<file path="config.mk">
export PLATFORM = sky130hd
export DESIGN_NAME = adc_capture_top
export DESIGN_NICKNAME = d
export VERILOG_FILES = /design/src/hw/adc_if_pkg.sv /design/src/hw/buf_pkg.sv /design/src/hw/conv_timer.sv /design/src/hw/lane_deser.sv /design/src/hw/sample_writer.sv /design/src/hw/host_port.sv /design/src/hw/shared_buffer.sv /design/src/hw/adc_capture_top.sv
export SDC_FILE = /design/constraint.sdc
export NUM_CORES = 1
export LEC_CHECK = 0
export ABC_AREA = 1
export ABC_CLOCK_PERIOD_IN_PS = 3500
export BUFFER_PORTS_ARGS = -buffer_cell sky130_fd_sc_hd__buf_2
export CAP_MARGIN = 10
export CORE_UTILIZATION = 50
export DETAILED_ROUTE_END_ITERATION = 10
export PLACE_DENSITY_LB_ADDON = 0.08
export SLEW_MARGIN = 5
export SYNTH_ARGS = -nofsm -noshare
export SYNTH_HDL_FRONTEND = slang
export SYNTH_HIERARCHICAL = 1
export SYNTH_SLANG_ARGS = --single-unit
export TNS_END_PERCENT = 10
</file>
<file path="constraint.sdc">
create_clock -name s_axi_aclk -period 3.5 [get_ports s_axi_aclk]
set_input_delay 0.525 -clock s_axi_aclk [delete_from_list [all_inputs] [get_ports s_axi_aclk]]
set_output_delay 0.525 -clock s_axi_aclk [all_outputs]
set_load 0.01 [all_outputs]
</file>
<file path="src/hw/adc_if_pkg.sv">
// ------------------------------
// adc interface definitions
// sample format, conversion timing and the
// capture state encoding shared by the timer and deserializer
// ------------------------------

package adc_if_pkg;

  // sample width of the sar converter
  localparam int RESOLUTION = 18;
  // data lanes, da carries the upper bit of each pair
  localparam int LANES = 2;

  // ------------------------------
  // conversion timing, in s_axi_aclk cycles
  // ------------------------------
  localparam int SAMPLE_PERIOD = 40;
  // cnv pulse to first gated clock
  localparam int CONV_CYCLES = 20;
  // gated cycles needed to shift out one result
  localparam int GATE_CYCLES = RESOLUTION / LANES;
  // period counter width
  localparam int PERIOD_W = $clog2(SAMPLE_PERIOD);

  // capture sequence, also reused by the deserializer
  typedef enum logic [1:0] {
    IDLE,
    CONVERT,
    SHIFT,
    DONE
  } capture_state_t;

endpackage

</file>
<file path="src/hw/buf_pkg.sv">
// ------------------------------
// buffer and host port definitions
// circular buffer geometry, host bus width and opcodes
// ------------------------------

package buf_pkg;

  // circular sample buffer
  localparam int BUF_DEPTH = 16;
  localparam int BUF_AW = 4;

  // host data bus
  localparam int DATA_W = 32;

  // status word layout
  // bit 31 is the sticky overflow flag
  // bits 15..0 count samples written since OP_START, wrapping at 2^16
  localparam int CNT_W = 16;

  // host opcodes
  typedef enum logic [1:0] {
    // clear count and overflow, then run
    OP_START       = 2'd0,
    OP_STOP        = 2'd1,
    // buffer entry at host_addr, zero extended
    OP_READ_SAMPLE = 2'd2,
    OP_READ_STATUS = 2'd3
  } host_op_t;

endpackage

</file>
<file path="src/hw/conv_timer.sv">
// ------------------------------
// conversion timer
// issues one cnv pulse per sample period and opens the
// clock gate window in which the adc shifts out its result
// ------------------------------

`timescale 1ns/1ps

module conv_timer (
  input  logic s_axi_aclk,
  input  logic rst_n,
  input  logic run_en,
  output logic cnv,
  output logic clk_gate
);

  import adc_if_pkg::*;

  capture_state_t state;
  // cycles since the cnv pulse
  logic [PERIOD_W-1:0] cnt;

  always_ff @(posedge s_axi_aclk or negedge rst_n) begin
    if (!rst_n) begin
      state <= IDLE;
      cnt   <= '0;
    end else begin
      case (state)
        IDLE: begin
          cnt <= '0;
          if (run_en) begin
            state <= CONVERT;
          end
        end
        CONVERT: begin
          // adc busy converting, gate opens at cnt == CONV_CYCLES
          cnt <= cnt + 1'b1;
          if (cnt == PERIOD_W'(CONV_CYCLES - 1)) begin
            state <= SHIFT;
          end
        end
        SHIFT: begin
          cnt <= cnt + 1'b1;
          if (cnt == PERIOD_W'(CONV_CYCLES + GATE_CYCLES - 1)) begin
            state <= DONE;
          end
        end
        default: begin
          // rest of the period, a dropped run_en lets it run out first
          if (cnt == PERIOD_W'(SAMPLE_PERIOD - 1)) begin
            cnt   <= '0;
            state <= run_en ? CONVERT : IDLE;
          end else begin
            cnt <= cnt + 1'b1;
          end
        end
      endcase
    end
  end

  // first cycle of each conversion
  assign cnv = (state == CONVERT) && (cnt == '0);
  assign clk_gate = (state == SHIFT);

endmodule

</file>
<file path="src/hw/lane_deser.sv">
// ------------------------------
// lane deserializer
// shifts one or two serial lanes into a sample while the
// clock gate is open, msb first
// ------------------------------

`timescale 1ns/1ps

module lane_deser (
  input  logic                              s_axi_aclk,
  input  logic                              rst_n,
  input  logic                              clk_gate,
  input  logic                              da,
  input  logic                              db,
  output logic [adc_if_pkg::RESOLUTION-1:0] sample,
  output logic                              sample_valid
);

  import adc_if_pkg::*;

  capture_state_t state;
  logic [RESOLUTION-1:0] shreg;
  // da is the higher bit of each pair
  logic [1:0] lane_pair;

  assign lane_pair = {da, db};

  // ------------------------------
  // shift register
  // ------------------------------
  // payload only, no reset needed
  always_ff @(posedge s_axi_aclk) begin
    if (clk_gate) begin
      // with one lane only da is taken
      shreg <= {shreg[RESOLUTION-LANES-1:0], lane_pair[1 -: LANES]};
    end
  end

  // ------------------------------
  // gate tracking
  // ------------------------------
  always_ff @(posedge s_axi_aclk or negedge rst_n) begin
    if (!rst_n) begin
      state <= IDLE;
    end else begin
      case (state)
        IDLE: begin
          if (clk_gate) begin
            state <= SHIFT;
          end
        end
        SHIFT: begin
          // gate has closed, the word is complete
          if (!clk_gate) begin
            state <= DONE;
          end
        end
        default: begin
          state <= IDLE;
        end
      endcase
    end
  end

  // falling edge of the gate, one cycle after the last gated edge
  assign sample_valid = (state == SHIFT) && !clk_gate;
  assign sample = shreg;

endmodule

</file>
<file path="src/hw/sample_writer.sv">
// ------------------------------
// sample writer
// holds each captured sample and writes it into the circular
// buffer over a four-phase handshake, keeps count and overflow
// ------------------------------

`timescale 1ns/1ps

module sample_writer (
  input  logic                              s_axi_aclk,
  input  logic                              rst_n,
  input  logic [adc_if_pkg::RESOLUTION-1:0] sample,
  input  logic                              sample_valid,
  input  logic                              clr,
  output logic                              wr_req,
  input  logic                              wr_ack,
  output logic [buf_pkg::BUF_AW-1:0]        wr_addr,
  output logic [adc_if_pkg::RESOLUTION-1:0] wr_data,
  output logic [buf_pkg::CNT_W-1:0]         wr_count,
  output logic                              overflow
);

  // a sample is held until its write handshake completes
  logic busy;

  // held sample
  always_ff @(posedge s_axi_aclk) begin
    if (sample_valid && !busy) begin
      wr_data <= sample;
    end
  end

  always_ff @(posedge s_axi_aclk or negedge rst_n) begin
    if (!rst_n) begin
      busy     <= 1'b0;
      wr_req   <= 1'b0;
      wr_addr  <= '0;
      wr_count <= '0;
      overflow <= 1'b0;
    end else begin
      if (sample_valid) begin
        if (busy) begin
          // previous write still pending, drop the new one
          overflow <= 1'b1;
        end else begin
          busy   <= 1'b1;
          wr_req <= 1'b1;
        end
      end
      if (busy && wr_req && wr_ack) begin
        wr_req <= 1'b0;
      end
      // handshake closed once ack is back low
      if (busy && !wr_req && !wr_ack) begin
        busy     <= 1'b0;
        wr_addr  <= wr_addr + 1'b1;
        wr_count <= wr_count + 1'b1;
      end
      // restart from entry 0
      if (clr) begin
        wr_addr  <= '0;
        wr_count <= '0;
        overflow <= 1'b0;
      end
    end
  end

endmodule

</file>
<file path="src/hw/host_port.sv">
// ------------------------------
// host port
// decodes host opcodes, holds the run enable and passes
// sample reads through to the buffer arbiter
// ------------------------------

`timescale 1ns/1ps

module host_port (
  input  logic                              s_axi_aclk,
  input  logic                              rst_n,
  input  logic                              host_req,
  input  buf_pkg::host_op_t                 host_op,
  input  logic [buf_pkg::BUF_AW-1:0]        host_addr,
  input  logic [buf_pkg::DATA_W-1:0]        host_wdata,
  output logic                              host_ack,
  output logic [buf_pkg::DATA_W-1:0]        host_rdata,
  output logic                              run_en,
  output logic                              clr,
  output logic                              rd_req,
  output logic [buf_pkg::BUF_AW-1:0]        rd_addr,
  input  logic                              rd_ack,
  input  logic [adc_if_pkg::RESOLUTION-1:0] rd_data,
  input  logic [buf_pkg::CNT_W-1:0]         wr_count,
  input  logic                              overflow
);

  import buf_pkg::*;
  import adc_if_pkg::*;

  typedef enum logic [2:0] {
    H_IDLE,
    H_RD_REQ,
    H_RD_HOLD,
    H_RD_REL,
    H_ACK
  } host_state_t;

  host_state_t state;

  // host_wdata carries no meaning for the current opcode set

  always_ff @(posedge s_axi_aclk or negedge rst_n) begin
    if (!rst_n) begin
      state      <= H_IDLE;
      host_ack   <= 1'b0;
      host_rdata <= '0;
      run_en     <= 1'b0;
      clr        <= 1'b0;
      rd_req     <= 1'b0;
      rd_addr    <= '0;
    end else begin
      // one cycle clear pulse
      clr <= 1'b0;
      case (state)
        H_IDLE: begin
          if (host_req) begin
            case (host_op)
              OP_START: begin
                clr        <= 1'b1;
                run_en     <= 1'b1;
                host_rdata <= '0;
                host_ack   <= 1'b1;
                state      <= H_ACK;
              end
              OP_STOP: begin
                run_en     <= 1'b0;
                host_rdata <= '0;
                host_ack   <= 1'b1;
                state      <= H_ACK;
              end
              OP_READ_SAMPLE: begin
                // only this one goes through the arbiter
                rd_addr <= host_addr;
                rd_req  <= 1'b1;
                state   <= H_RD_REQ;
              end
              default: begin
                host_rdata <= {overflow, {(DATA_W - CNT_W - 1){1'b0}}, wr_count};
                host_ack   <= 1'b1;
                state      <= H_ACK;
              end
            endcase
          end
        end
        H_RD_REQ: begin
          if (rd_ack) begin
            host_rdata <= {{(DATA_W - RESOLUTION){1'b0}}, rd_data};
            host_ack   <= 1'b1;
            state      <= H_RD_HOLD;
          end
        end
        H_RD_HOLD: begin
          // buffer stays granted while the host holds req
          if (!host_req) begin
            rd_req <= 1'b0;
            state  <= H_RD_REL;
          end
        end
        H_RD_REL: begin
          if (!rd_ack) begin
            host_ack <= 1'b0;
            state    <= H_IDLE;
          end
        end
        default: begin
          if (!host_req) begin
            host_ack <= 1'b0;
            state    <= H_IDLE;
          end
        end
      endcase
    end
  end

endmodule

</file>
<file path="src/hw/shared_buffer.sv">
// ------------------------------
// shared sample buffer
// round-robin arbiter between the sample writer and the
// host read path in front of the circular sample memory
// ------------------------------

`timescale 1ns/1ps

module shared_buffer (
  input  logic                              s_axi_aclk,
  input  logic                              rst_n,
  input  logic                              wr_req,
  input  logic [buf_pkg::BUF_AW-1:0]        wr_addr,
  input  logic [adc_if_pkg::RESOLUTION-1:0] wr_data,
  output logic                              wr_ack,
  input  logic                              rd_req,
  input  logic [buf_pkg::BUF_AW-1:0]        rd_addr,
  output logic                              rd_ack,
  output logic [adc_if_pkg::RESOLUTION-1:0] rd_data
);

  import buf_pkg::*;
  import adc_if_pkg::*;

  typedef enum logic [1:0] {
    OWN_NONE,
    OWN_WR,
    OWN_RD
  } owner_t;

  logic [RESOLUTION-1:0] mem [BUF_DEPTH];
  owner_t owner;
  // set when the read side won the last grant
  logic last_rd;
  logic do_write;
  logic do_read;

  // access happens in the cycle ack is raised
  assign do_write = (owner == OWN_WR) && !wr_ack;
  assign do_read  = (owner == OWN_RD) && !rd_ack;

  // ------------------------------
  // memory
  // ------------------------------
  always_ff @(posedge s_axi_aclk) begin
    if (do_write) begin
      mem[wr_addr] <= wr_data;
    end
    if (do_read) begin
      rd_data <= mem[rd_addr];
    end
  end

  // ------------------------------
  // arbiter
  // ------------------------------
  always_ff @(posedge s_axi_aclk or negedge rst_n) begin
    if (!rst_n) begin
      owner   <= OWN_NONE;
      last_rd <= 1'b0;
      wr_ack  <= 1'b0;
      rd_ack  <= 1'b0;
    end else begin
      case (owner)
        OWN_NONE: begin
          // both asking, the side not served last time goes first
          if (wr_req && (!rd_req || last_rd)) begin
            owner   <= OWN_WR;
            last_rd <= 1'b0;
          end else if (rd_req) begin
            owner   <= OWN_RD;
            last_rd <= 1'b1;
          end
        end
        OWN_WR: begin
          if (!wr_ack) begin
            wr_ack <= 1'b1;
          end else if (!wr_req) begin
            wr_ack <= 1'b0;
            owner  <= OWN_NONE;
          end
        end
        default: begin
          if (!rd_ack) begin
            rd_ack <= 1'b1;
          end else if (!rd_req) begin
            rd_ack <= 1'b0;
            owner  <= OWN_NONE;
          end
        end
      endcase
    end
  end

endmodule

</file>
<file path="src/hw/adc_capture_top.sv">
// ------------------------------
// sar adc capture top level
// conversion timing, lane capture, sample buffer
// and the host req/ack port
// ------------------------------

`timescale 1ns/1ps

module adc_capture_top (
  input  logic                       s_axi_aclk,
  input  logic                       rst_n,
  // adc side
  output logic                       cnv,
  output logic                       clk_gate,
  input  logic                       da,
  input  logic                       db,
  // host side
  input  logic                       host_req,
  input  buf_pkg::host_op_t          host_op,
  input  logic [buf_pkg::BUF_AW-1:0] host_addr,
  input  logic [buf_pkg::DATA_W-1:0] host_wdata,
  output logic                       host_ack,
  output logic [buf_pkg::DATA_W-1:0] host_rdata
);

  import adc_if_pkg::*;
  import buf_pkg::*;

  // ------------------------------
  // internal wires
  // ------------------------------
  logic                  run_en;
  logic                  clr;
  logic [RESOLUTION-1:0] sample;
  logic                  sample_valid;
  // write path
  logic                  wr_req;
  logic                  wr_ack;
  logic [BUF_AW-1:0]     wr_addr;
  logic [RESOLUTION-1:0] wr_data;
  logic [CNT_W-1:0]      wr_count;
  logic                  overflow;
  // read path
  logic                  rd_req;
  logic                  rd_ack;
  logic [BUF_AW-1:0]     rd_addr;
  logic [RESOLUTION-1:0] rd_data;

  conv_timer conv_timer_inst (
    .s_axi_aclk (s_axi_aclk),
    .rst_n      (rst_n),
    .run_en     (run_en),
    .cnv        (cnv),
    .clk_gate   (clk_gate)
  );

  lane_deser lane_deser_inst (
    .s_axi_aclk   (s_axi_aclk),
    .rst_n        (rst_n),
    .clk_gate     (clk_gate),
    .da           (da),
    .db           (db),
    .sample       (sample),
    .sample_valid (sample_valid)
  );

  sample_writer sample_writer_inst (
    .s_axi_aclk   (s_axi_aclk),
    .rst_n        (rst_n),
    .sample       (sample),
    .sample_valid (sample_valid),
    .clr          (clr),
    .wr_req       (wr_req),
    .wr_ack       (wr_ack),
    .wr_addr      (wr_addr),
    .wr_data      (wr_data),
    .wr_count     (wr_count),
    .overflow     (overflow)
  );

  host_port host_port_inst (
    .s_axi_aclk (s_axi_aclk),
    .rst_n      (rst_n),
    .host_req   (host_req),
    .host_op    (host_op),
    .host_addr  (host_addr),
    .host_wdata (host_wdata),
    .host_ack   (host_ack),
    .host_rdata (host_rdata),
    .run_en     (run_en),
    .clr        (clr),
    .rd_req     (rd_req),
    .rd_addr    (rd_addr),
    .rd_ack     (rd_ack),
    .rd_data    (rd_data),
    .wr_count   (wr_count),
    .overflow   (overflow)
  );

  shared_buffer shared_buffer_inst (
    .s_axi_aclk (s_axi_aclk),
    .rst_n      (rst_n),
    .wr_req     (wr_req),
    .wr_addr    (wr_addr),
    .wr_data    (wr_data),
    .wr_ack     (wr_ack),
    .rd_req     (rd_req),
    .rd_addr    (rd_addr),
    .rd_ack     (rd_ack),
    .rd_data    (rd_data)
  );

endmodule

</file>
==> impl_metrics.ini, run 1 <==
[status]
status = finished clean

[cells_and_area]
antenna_cells = 0
layout_common_cells = nand2_1 (524), edfxtp_1 (342), inv_1 (266), nand3_1 (249), dfrtp_1 (66)
layout_commonest_cell = nand2_1
syn_to_final_growth_pct = 11.4
drive_gt1_share_pct = 10.1
layout.nets = 1826

[critical_path]
critPathArrivalTime_ps = 2800
critPathKind = reg -> reg
required_ps = 3720
critPathLaunchType = flop
critPathBufInv = 1
crit_slowest_cell = nor2_2
slowest_delay_ps = 590
crit_chain = nor3_1 > nand3_1 > nor2_2 > buf_4
cpLargestDelayFamily = simple AND/OR/NAND/NOR gates
path_max_fanout = 11
endpoint_kind = flop

[placement]
gp_congestion = 0.816
hpwlAfterDp_um = 23700
port_buffers = 32

[power]
peakVddDrop_v = 0.000573
leakagePower_nw = 8.56
total_power_mw = 15.7
pwr_density_cell_nw_per_um2 = 792

[clocking]
postCtsHoldBufs = 0
clock-sinks = 410
post_cts_buffers = 0
cts_max_level = 2
cts-root-buf = clkbuf_16
clk_latency_ps = 530
cts_buffer_depth = 3
cts_resized = 0
cts_buffers = 44
clk_pin_slew_ps = 60
cts_tree = done

[timing]
finalClockSkew_ps = 8.28
post-route-min-period_ps = 2580
slew_violations = 0
hold_violations = 0
tns_ps = 0
rsz0062_at_grt = no
worst_pin_slew_ps = 970
timing.fmax_mhz = 388
setup_viol = 0
max-slew-margin-rel_pct = 35.3
period_share_pct = 73.6

[grt]
grt_max_degree = 146
grt-ovfl-total = 0
grt_usage_pct = 22.6
grt_pass1_vias = 10847
antenna_found_initial = 0
grt_pass1_wl_um = 61900

[routing]
final_antenna_net_count = 0
firstDrtPassIters = 5
wire_per_inst_um = 17.8
drc = 0
wl_um = 40200
vias_per_cell = 5.10
first_iter_violations = 790
vias = 11534

[floorplan]
num_io_pins = 78
dieWidth_um = 191
fp-row-count = 68
start_util_pct = 51.2
coreArea_um2 = 34800
die_h_um = 191
die_area_um2 = 36400

[synthesis]
synth_area_um2 = 17800
ys_warn_count = 6
syn_avg_cell_area_um2 = 10.3
synth-seq-area-share_pct = 67.2
synth.distinct_cells = 38
ys_ff_latch = 410
synth_edf_count = 342
synthCells = 1732
synthArstFlopShare_pct = 16.6
ys.flop_type = edfxtp_1

[run]
max_cap_viol_count = 0

[min_path]
hp-class = in -> async
==> where the power goes <==
part / switching (mW) / leakage (nW) / total (mW) / internal [mW]
Sequential: 0.579 / 3.98 / 6.82 / 6.24
Combinational: 3.15 / 3.89 / 4.43 / 1.27
Clock: 1.80 / 0.684 / 4.47 / 2.68
Total: 5.53 / 8.56 / 15.7 / 10.2
==> registers in the layout (all words and copies together) (netlist names), 2 cells and up <==
name	cells
lane_deser_inst/sample	18
lane_deser_inst/state	2
sample_writer_inst/wr_count	16
shared_buffer_inst/mem	288
host_port_inst/rd_addr	4
sample_writer_inst/wr_addr	4
sample_writer_inst/wr_data	18
shared_buffer_inst/rd_data	18
conv_timer_inst/state	2
conv_timer_inst/cnt	6
host_port_inst/state	3
shared_buffer_inst/owner	2
host_port_inst/host_rdata	19
==> path summary, 6_finish.rpt <==
check | startpoint | end | slack (ps) | cells past startpoint
setup / recovery | shared_buffer_inst/owner[1]$_DFFE_PN0P_ | shared_buffer_inst/mem[14][1]$_DFFE_PP_ | 920 | 4
hold / removal | rst_n | host_port_inst/host_rdata[6]$_DFFE_PN0P_ | 140 | 1
setup reg to reg | shared_buffer_inst/owner[1]$_DFFE_PN0P_ | shared_buffer_inst/mem[14][1]$_DFFE_PP_ | 920 | 4
hold reg to reg | lane_deser_inst/sample[17]$_DFFE_PP_ | sample_writer_inst/wr_data[17]$_DFFE_PP_ | 420 | 0
max in group asynchronous | rst_n | sample_writer_inst/wr_count[10]$_DFFE_PN0P_ | 2580 | 2
min in group s_axi_aclk | db | lane_deser_inst/sample[0]$_DFFE_PP_ | 170 | 1
==> worst register-to-register path: cells and delay by family (launching register included) <==
kind	cells	cell delay, ps
buffers and inverters	1	350
AND/OR/NAND/NOR	3	1500
flip-flops	1	420
==> final cells by class <==
cell class	instances	area [um^2]
fill	2998	15000
sequential	410	12000
tap	455	569
clock buffer	55	1180
clock inverter	23	206
timing repair buffer	67	485
inverter	277	1040
multi-input combinational	975	4380
==> kinds of logic (layout without fill, tap and decap cells) <==
family	count (synthesis)	after routing	synth area share, %
AND/OR/NAND/NOR	872	872	21.0
flip-flops	410	410	67.2
other	1	13	0.0211
AO/OA/AOI/OAI	78	78	2.31
adder cells (fa/ha/maj)	8	8	0.562
buffers and inverters	359	422	8.72
XOR/XNOR	4	4	0.197
==> per-layer routing <==
layer | track usage [%] | part of all wire (%)
met1 | 31.7 | 45
met4 | 7.02 | 2.5
met5 | 0 | 0
met2 | 36.6 | 47
met3 | 2.87 | 5.2
==> cells in the mapped netlist (all sizes together), types with 8 or more instances <==
library cell | number | area (um^2)
nand2 | 531 | 2020
o21ai | 60 | 304
dfrtp | 68 | 1700
inv | 275 | 1030
buf | 70 | 467
clkbuf | 12 | 45.0
edfxtp | 342 | 10300
nor2 | 69 | 315
a21oi | 17 | 100
nand3 | 251 | 1270
ha | 8 | 100
nand4 | 11 | 68.8
==> stage by stage <==
step	setup slack (ps)	utilization (%)	area (um^2)	std cells	hold slack [ps]
floorplan	798	-	17900	1744	229
CTS	951	57.0	19800	2262	155
global placement	1040	53.0	18500	2184	404
detailed placement	978	53.0	18500	2184	406
finish	923	57.0	19800	2262	141
global route	794	57.0	19800	2262	158
(Power assumes the default switching activity.)
==> inputs of run 2 (changes only) <==
--- a/config.mk
+++ b/config.mk
@@ -6,7 +6,7 @@
 export NUM_CORES = 1
 export LEC_CHECK = 0
 export ABC_AREA = 1
-export ABC_CLOCK_PERIOD_IN_PS = 3500
+export ABC_CLOCK_PERIOD_IN_PS = 2100
 export BUFFER_PORTS_ARGS = -buffer_cell sky130_fd_sc_hd__buf_2
 export CAP_MARGIN = 10
 export CORE_UTILIZATION = 50
==> constraint.sdc (replaced) <==
create_clock -name s_axi_aclk -period 2.1 [get_ports s_axi_aclk]
set_input_delay 0.315 -clock s_axi_aclk [delete_from_list [all_inputs] [get_ports s_axi_aclk]]
set_output_delay 0.315 -clock s_axi_aclk [all_outputs]
set_load 0.01 [all_outputs]
==> run 2 against run 1 <==
Compared with the run above: die area stayed put; setup slack worse by 830 ps; combinational power is 74% higher; sequential power is 67% higher; largest cell class unchanged; non-clock buffer count up 26; global-route usage grew 0.078 points.
==> impl_metrics.ini, run 2 (synthesized netlist as in run 1, its figures left out) <==
[critical_path]
endpoint_kind = output port
required_ps = 1780
critPathLaunchType = flop
path_max_fanout = 24
crit_slowest_cell = dfrtp_1
critPathArrivalTime_ps = 1690
crit_chain = inv_1 > ha_1 > buf_8 > buf_2
critPathKind = reg -> out
slowest_delay_ps = 450

[clocking]
cts_buffers = 43
cts_buffer_depth = 3
cts_tree = done
clk_pin_slew_ps = 60
cts-root-buf = clkbuf_16
clock-sinks = 410
cts_max_level = 2
clk_latency_ps = 540

[placement]
postPlaceCellArea_um2 = 18900
gp_congestion = 0.832
preCtsSetupSlack_ps = 161
hpwlAfterDp_um = 23900
port_buffers = 32

[timing]
fin_ws_ps = 91.8
setup_viol = 0
finalClockSkew_ps = 18.1
worst_pin_slew_ps = 895
period_share_pct = 95.6
timing.fmax_mhz = 498
hold_slack_ps = 46.3
max-slew-margin-rel_pct = 40.3
slew_violations = 0
post-route-min-period_ps = 2010
rsz0062_at_grt = no
hold_violations = 0

[status]
status = finished clean

[grt]
grt_pass1_wl_um = 62200
antenna_found_initial = 0
grt_pass1_vias = 10927
grt_max_degree = 69
grt-ovfl-total = 0
grt_usage_pct = 22.6

[cells_and_area]
layout_common_cells = nand2_1 (524), edfxtp_1 (342), inv_1 (266), nand3_1 (249), dfrtp_1 (66)
drive_gt1_share_pct = 11.5
antenna_cells = 0
layout.nets = 1851
layout_commonest_cell = nand2_1
largest_register = shared_buffer_inst/mem
syn_to_final_growth_pct = 14.5
utilization_pct = 58.6
final_area_um2 = 20400
top_regs = shared_buffer_inst/mem (288), host_port_inst/host_rdata (19)
largest_reg_flops = 288

[floorplan]
dieWidth_um = 191
coreArea_um2 = 34800
num_io_pins = 78
die_area_um2 = 36400
fp-row-count = 68
die_h_um = 191
start_util_pct = 51.2

[power]
total_power_mw = 26.9
pwr_density_cell_nw_per_um2 = 1320
peakVddDrop_v = 0.000761
leakagePower_nw = 8.81

[routing]
vias_per_cell = 5.12
vias = 11702
wire_per_inst_um = 17.5
first_iter_violations = 893
final_antenna_net_count = 0
drc = 0
wl_um = 39900
firstDrtPassIters = 5

[min_path]
hp-class = in -> reg

[run]
max_cap_viol_count = 0
-- run 2: power breakdown --
part | switching, mW | total, mW | internal [mW]
combinational | 5.25 | 7.69 | 2.44
clock | 3.04 | 7.83 | 4.78
sequential | 0.993 | 11.4 | 10.4
total | 9.28 | 26.9 | 17.6
-- run 2: worst paths after layout --
kind | end | depth (start not counted) | from | slack (ps)
setup / recovery | clk_gate | 4 | conv_timer_inst/state[0]$_DFFE_PN0P_ | 90
hold / removal | host_port_inst/rd_addr[0]$_DFFE_PN0P_ | 3 | host_addr[0] | 50
setup reg to reg | shared_buffer_inst/mem[7][8]$_DFFE_PP_ | 6 | shared_buffer_inst/owner[0]$_DFFE_PN0P_ | 160
hold reg to reg | sample_writer_inst/wr_data[17]$_DFFE_PP_ | 0 | lane_deser_inst/sample[17]$_DFFE_PP_ | 410
max in group asynchronous | host_port_inst/rd_addr[0]$_DFFE_PN0P_ | 3 | rst_n | 1430
min in group asynchronous | host_port_inst/host_rdata[9]$_DFFE_PN0P_ | 3 | rst_n | 320
-- run 2: metrics by stage --
step	std cells	setup TNS, ps
after floorplan	1744	-6050
after CTS	2287	0
after detailed placement	2206	0
after global routing	2287	0
final	2287	0
after global placement	2206	0
-- run 2: routing by layer --
metal	routed length (um)	share of wire, %	GRT usage [%]	vias up
met3	1610	4.0	2.50	74
met2	19100	48	37.4	284
met1	18100	45	31.5	5590
met4	1100	2.8	7.02	0
met5	0	0	0	-
li1	-	-	-	5754
-- run 2: repair_timing --
item | in CTS | in global routing
resized for setup | 1 | 3
endpoints found under the setup margin | 1 | 1
buffers inserted | 0 | 0
hold buffers | 4 | 0
hold endpoints to repair | 71 | 0
-- run 2: critical path: cells and delay by family (launching register included) --
| kind | cells | cell delay (ps) |
|---|---|---|
| adder cells (fa/ha/maj) | 1 | 200 |
| buffers and inverters | 3 | 510 |
| flip-flops | 1 | 450 |
-- run 2: area by class of cell --
| class | instances | area, um^2 |
|---|---|---|
| Fill cell | 2859 | 14400 |
| Sequential cell | 410 | 12000 |
| Multi-Input combinational cell | 975 | 4400 |
| Clock buffer | 57 | 1210 |
| Inverter | 277 | 1040 |
| Timing Repair Buffer | 93 | 948 |
| Tap cell | 455 | 569 |
| Clock inverter | 20 | 254 |
==> inputs of run 3 (changes only) <==
--- a/config.mk
+++ b/config.mk
@@ -8,7 +8,7 @@
 export ABC_AREA = 1
 export ABC_CLOCK_PERIOD_IN_PS = 2100
 export BUFFER_PORTS_ARGS = -buffer_cell sky130_fd_sc_hd__buf_2
-export CAP_MARGIN = 10
+export CAP_MARGIN = 25
 export CORE_UTILIZATION = 50
 export DETAILED_ROUTE_END_ITERATION = 10
 export PLACE_DENSITY_LB_ADDON = 0.08
==> constraint.sdc (replaced) <==
create_clock -name s_axi_aclk -period 2.1 [get_ports s_axi_aclk]
set_input_delay 0.315 -clock s_axi_aclk [delete_from_list [all_inputs] [get_ports s_axi_aclk]]
set_output_delay 0.315 -clock s_axi_aclk [all_outputs]
set_load 0.005 [all_outputs]
==> run 3 against run 2 <==
Compared with the run above: clock skew is essentially flat; highest routed layer unchanged; sequential share of layout area is essentially flat; critical path type unchanged; critical endpoint unchanged; cell count is the same.
==> impl_metrics.ini, run 3 (synthesized netlist as in run 1, its figures left out) <==
[routing]
final_antenna_net_count = 0
drc = 0
wire_per_inst_um = 17.5
vias_per_cell = 5.09
wl_um = 40000
vias = 11650
firstDrtPassIters = 5
first_iter_violations = 852

[placement]
gp_congestion = 0.832
port_buffers = 32
postPlaceCellArea_um2 = 18900
hpwlAfterDp_um = 23900
preCtsSetupSlack_ps = 161

[timing]
hold_violations = 0
tns_ps = 0
max-slew-margin-rel_pct = 40.3
timing.fmax_mhz = 493
period_share_pct = 96.6
finalClockSkew_ps = 17.8
worst_pin_slew_ps = 895
post-route-min-period_ps = 2030
slew_violations = 0
fin_ws_ps = 70.7
setup_viol = 0

[floorplan]
start_util_pct = 51.2
die_area_um2 = 36400
num_io_pins = 78
fp-row-count = 68
coreArea_um2 = 34800
dieWidth_um = 191
die_h_um = 191

[clocking]
clk_pin_slew_ps = 60
post_cts_buffers = 0
cts-root-buf = clkbuf_16
cts_buffer_depth = 3
clock-sinks = 410
cts_buffers = 43
clk_latency_ps = 540
cts_max_level = 2
cts_tree = done

[cells_and_area]
utilization_pct = 58.6
drive_gt1_share_pct = 11.5
final_area_um2 = 20400
layout_common_cells = nand2_1 (524), edfxtp_1 (342), inv_1 (266), nand3_1 (249), dfrtp_1 (66)
largest_reg_flops = 288
largest_register = shared_buffer_inst/mem
antenna_cells = 0
top_regs = shared_buffer_inst/mem (288), host_port_inst/host_rdata (19)
layout_commonest_cell = nand2_1
syn_to_final_growth_pct = 14.5
layout.nets = 1851

[power]
peakVddDrop_v = 0.000761
pwr-share-seq_pct = 42.4
power.share.combinational_pct = 28.4
pwr_density_cell_nw_per_um2 = 1320
swShare_pct = 34.4
p_switching_mw = 9.23
power.internal_mw = 17.6
leakagePower_nw = 8.81
p_clk_share_pct = 29.2
total_power_mw = 26.8

[critical_path]
crit_chain = inv_1 > ha_1 > buf_6 > buf_2
endpoint_kind = output port
critPathKind = reg -> out
crit_slowest_cell = dfrtp_1
path_max_fanout = 24
cpLargestDelayFamily = buffers and inverters
critPathLaunchType = flop
required_ps = 1780
critPathBufInv = 3
slowest_delay_ps = 450
critPathArrivalTime_ps = 1710

[grt]
grt_usage_pct = 22.6
grt_pass1_wl_um = 62200
grt_max_degree = 69
antenna_found_initial = 0
grt_pass1_vias = 10926
grt-ovfl-total = 0

[run]
max_cap_viol_count = 0

[status]
status = finished clean

[min_path]
hp-class = in -> reg
-- run 3: cell counts in the layout (fill, tap and decap cells not counted) --
No cell type changed its count.
-- run 3: power groups by stage --
stage / clock network, mW / logic, mW / registers [mW]
6_report: 7.82 / 7.62 / 11.4
5_1_grt: 8.27 / 8.49 / 11.5
4_1_cts: 7.98 / 7.67 / 11.4
3_5_place_dp: 0 / 7.63 / 11.5
3_3_place_gp: 0 / 7.52 / 11.5
2_1_floorplan: 0 / 5.28 / 11.1
-- run 3: worst paths after layout --
kind                            cells past startpoint                                        to  slack, ps                               startpoint
worst max-delay path                                4                                  clk_gate         70     conv_timer_inst/state[0]$_DFFE_PN0P_
worst min-delay path                                3     host_port_inst/rd_addr[0]$_DFFE_PN0P_         50                             host_addr[0]
worst max register to register                      6    shared_buffer_inst/mem[7][8]$_DFFE_PP_        160  shared_buffer_inst/owner[0]$_DFFE_PN0P_
worst min register to register                      0  sample_writer_inst/wr_data[17]$_DFFE_PP_        410     lane_deser_inst/sample[17]$_DFFE_PP_
max in group asynchronous                           3     host_port_inst/rd_addr[0]$_DFFE_PN0P_       1430                                    rst_n
min in group asynchronous                           3  host_port_inst/host_rdata[9]$_DFFE_PN0P_        320                                    rst_n
-- run 3: final cells by class --
cell class                      instances  area, um^2
Sequential cell                       410       12000
Tap cell                              455         569
Clock inverter                         20         254
Timing Repair Buffer                   93         945
Multi-Input combinational cell        975        4400
Inverter                              277        1040
Fill cell                            2860       14400
Clock buffer                           57        1210
-- run 3: worst min-delay path: stages --
cell and delay [ps]:
buf_2 110, inv_1 40, o21ai_0 70
-- run 3: through the flow --
stage,instances,hold slack [ps]
global placement,2206,358
global route,2287,51.4
floorplan,1744,19.4
finish,2287,46.7
CTS,2287,40.8
detailed placement,2206,365
-- run 3: repair_timing --
item                                   in CTS  in global routing
setup endpoints to repair                   0                  2
endpoints found under the hold margin      71                  0
resized for setup                           0                  3
hold buffers                                4                  0
-- run 3: per-layer routing --
| metal | vias to the layer above | GRT usage [%] | wire, um |
|---|---|---|---|
| met3 | 75 | 2.50 | 1830 |
| met5 | - | 0 | 0 |
| met1 | 5541 | 31.5 | 17900 |
| met2 | 283 | 37.4 | 19100 |
| met4 | 0 | 7.02 | 1080 |
| li1 | 5751 | - | - |
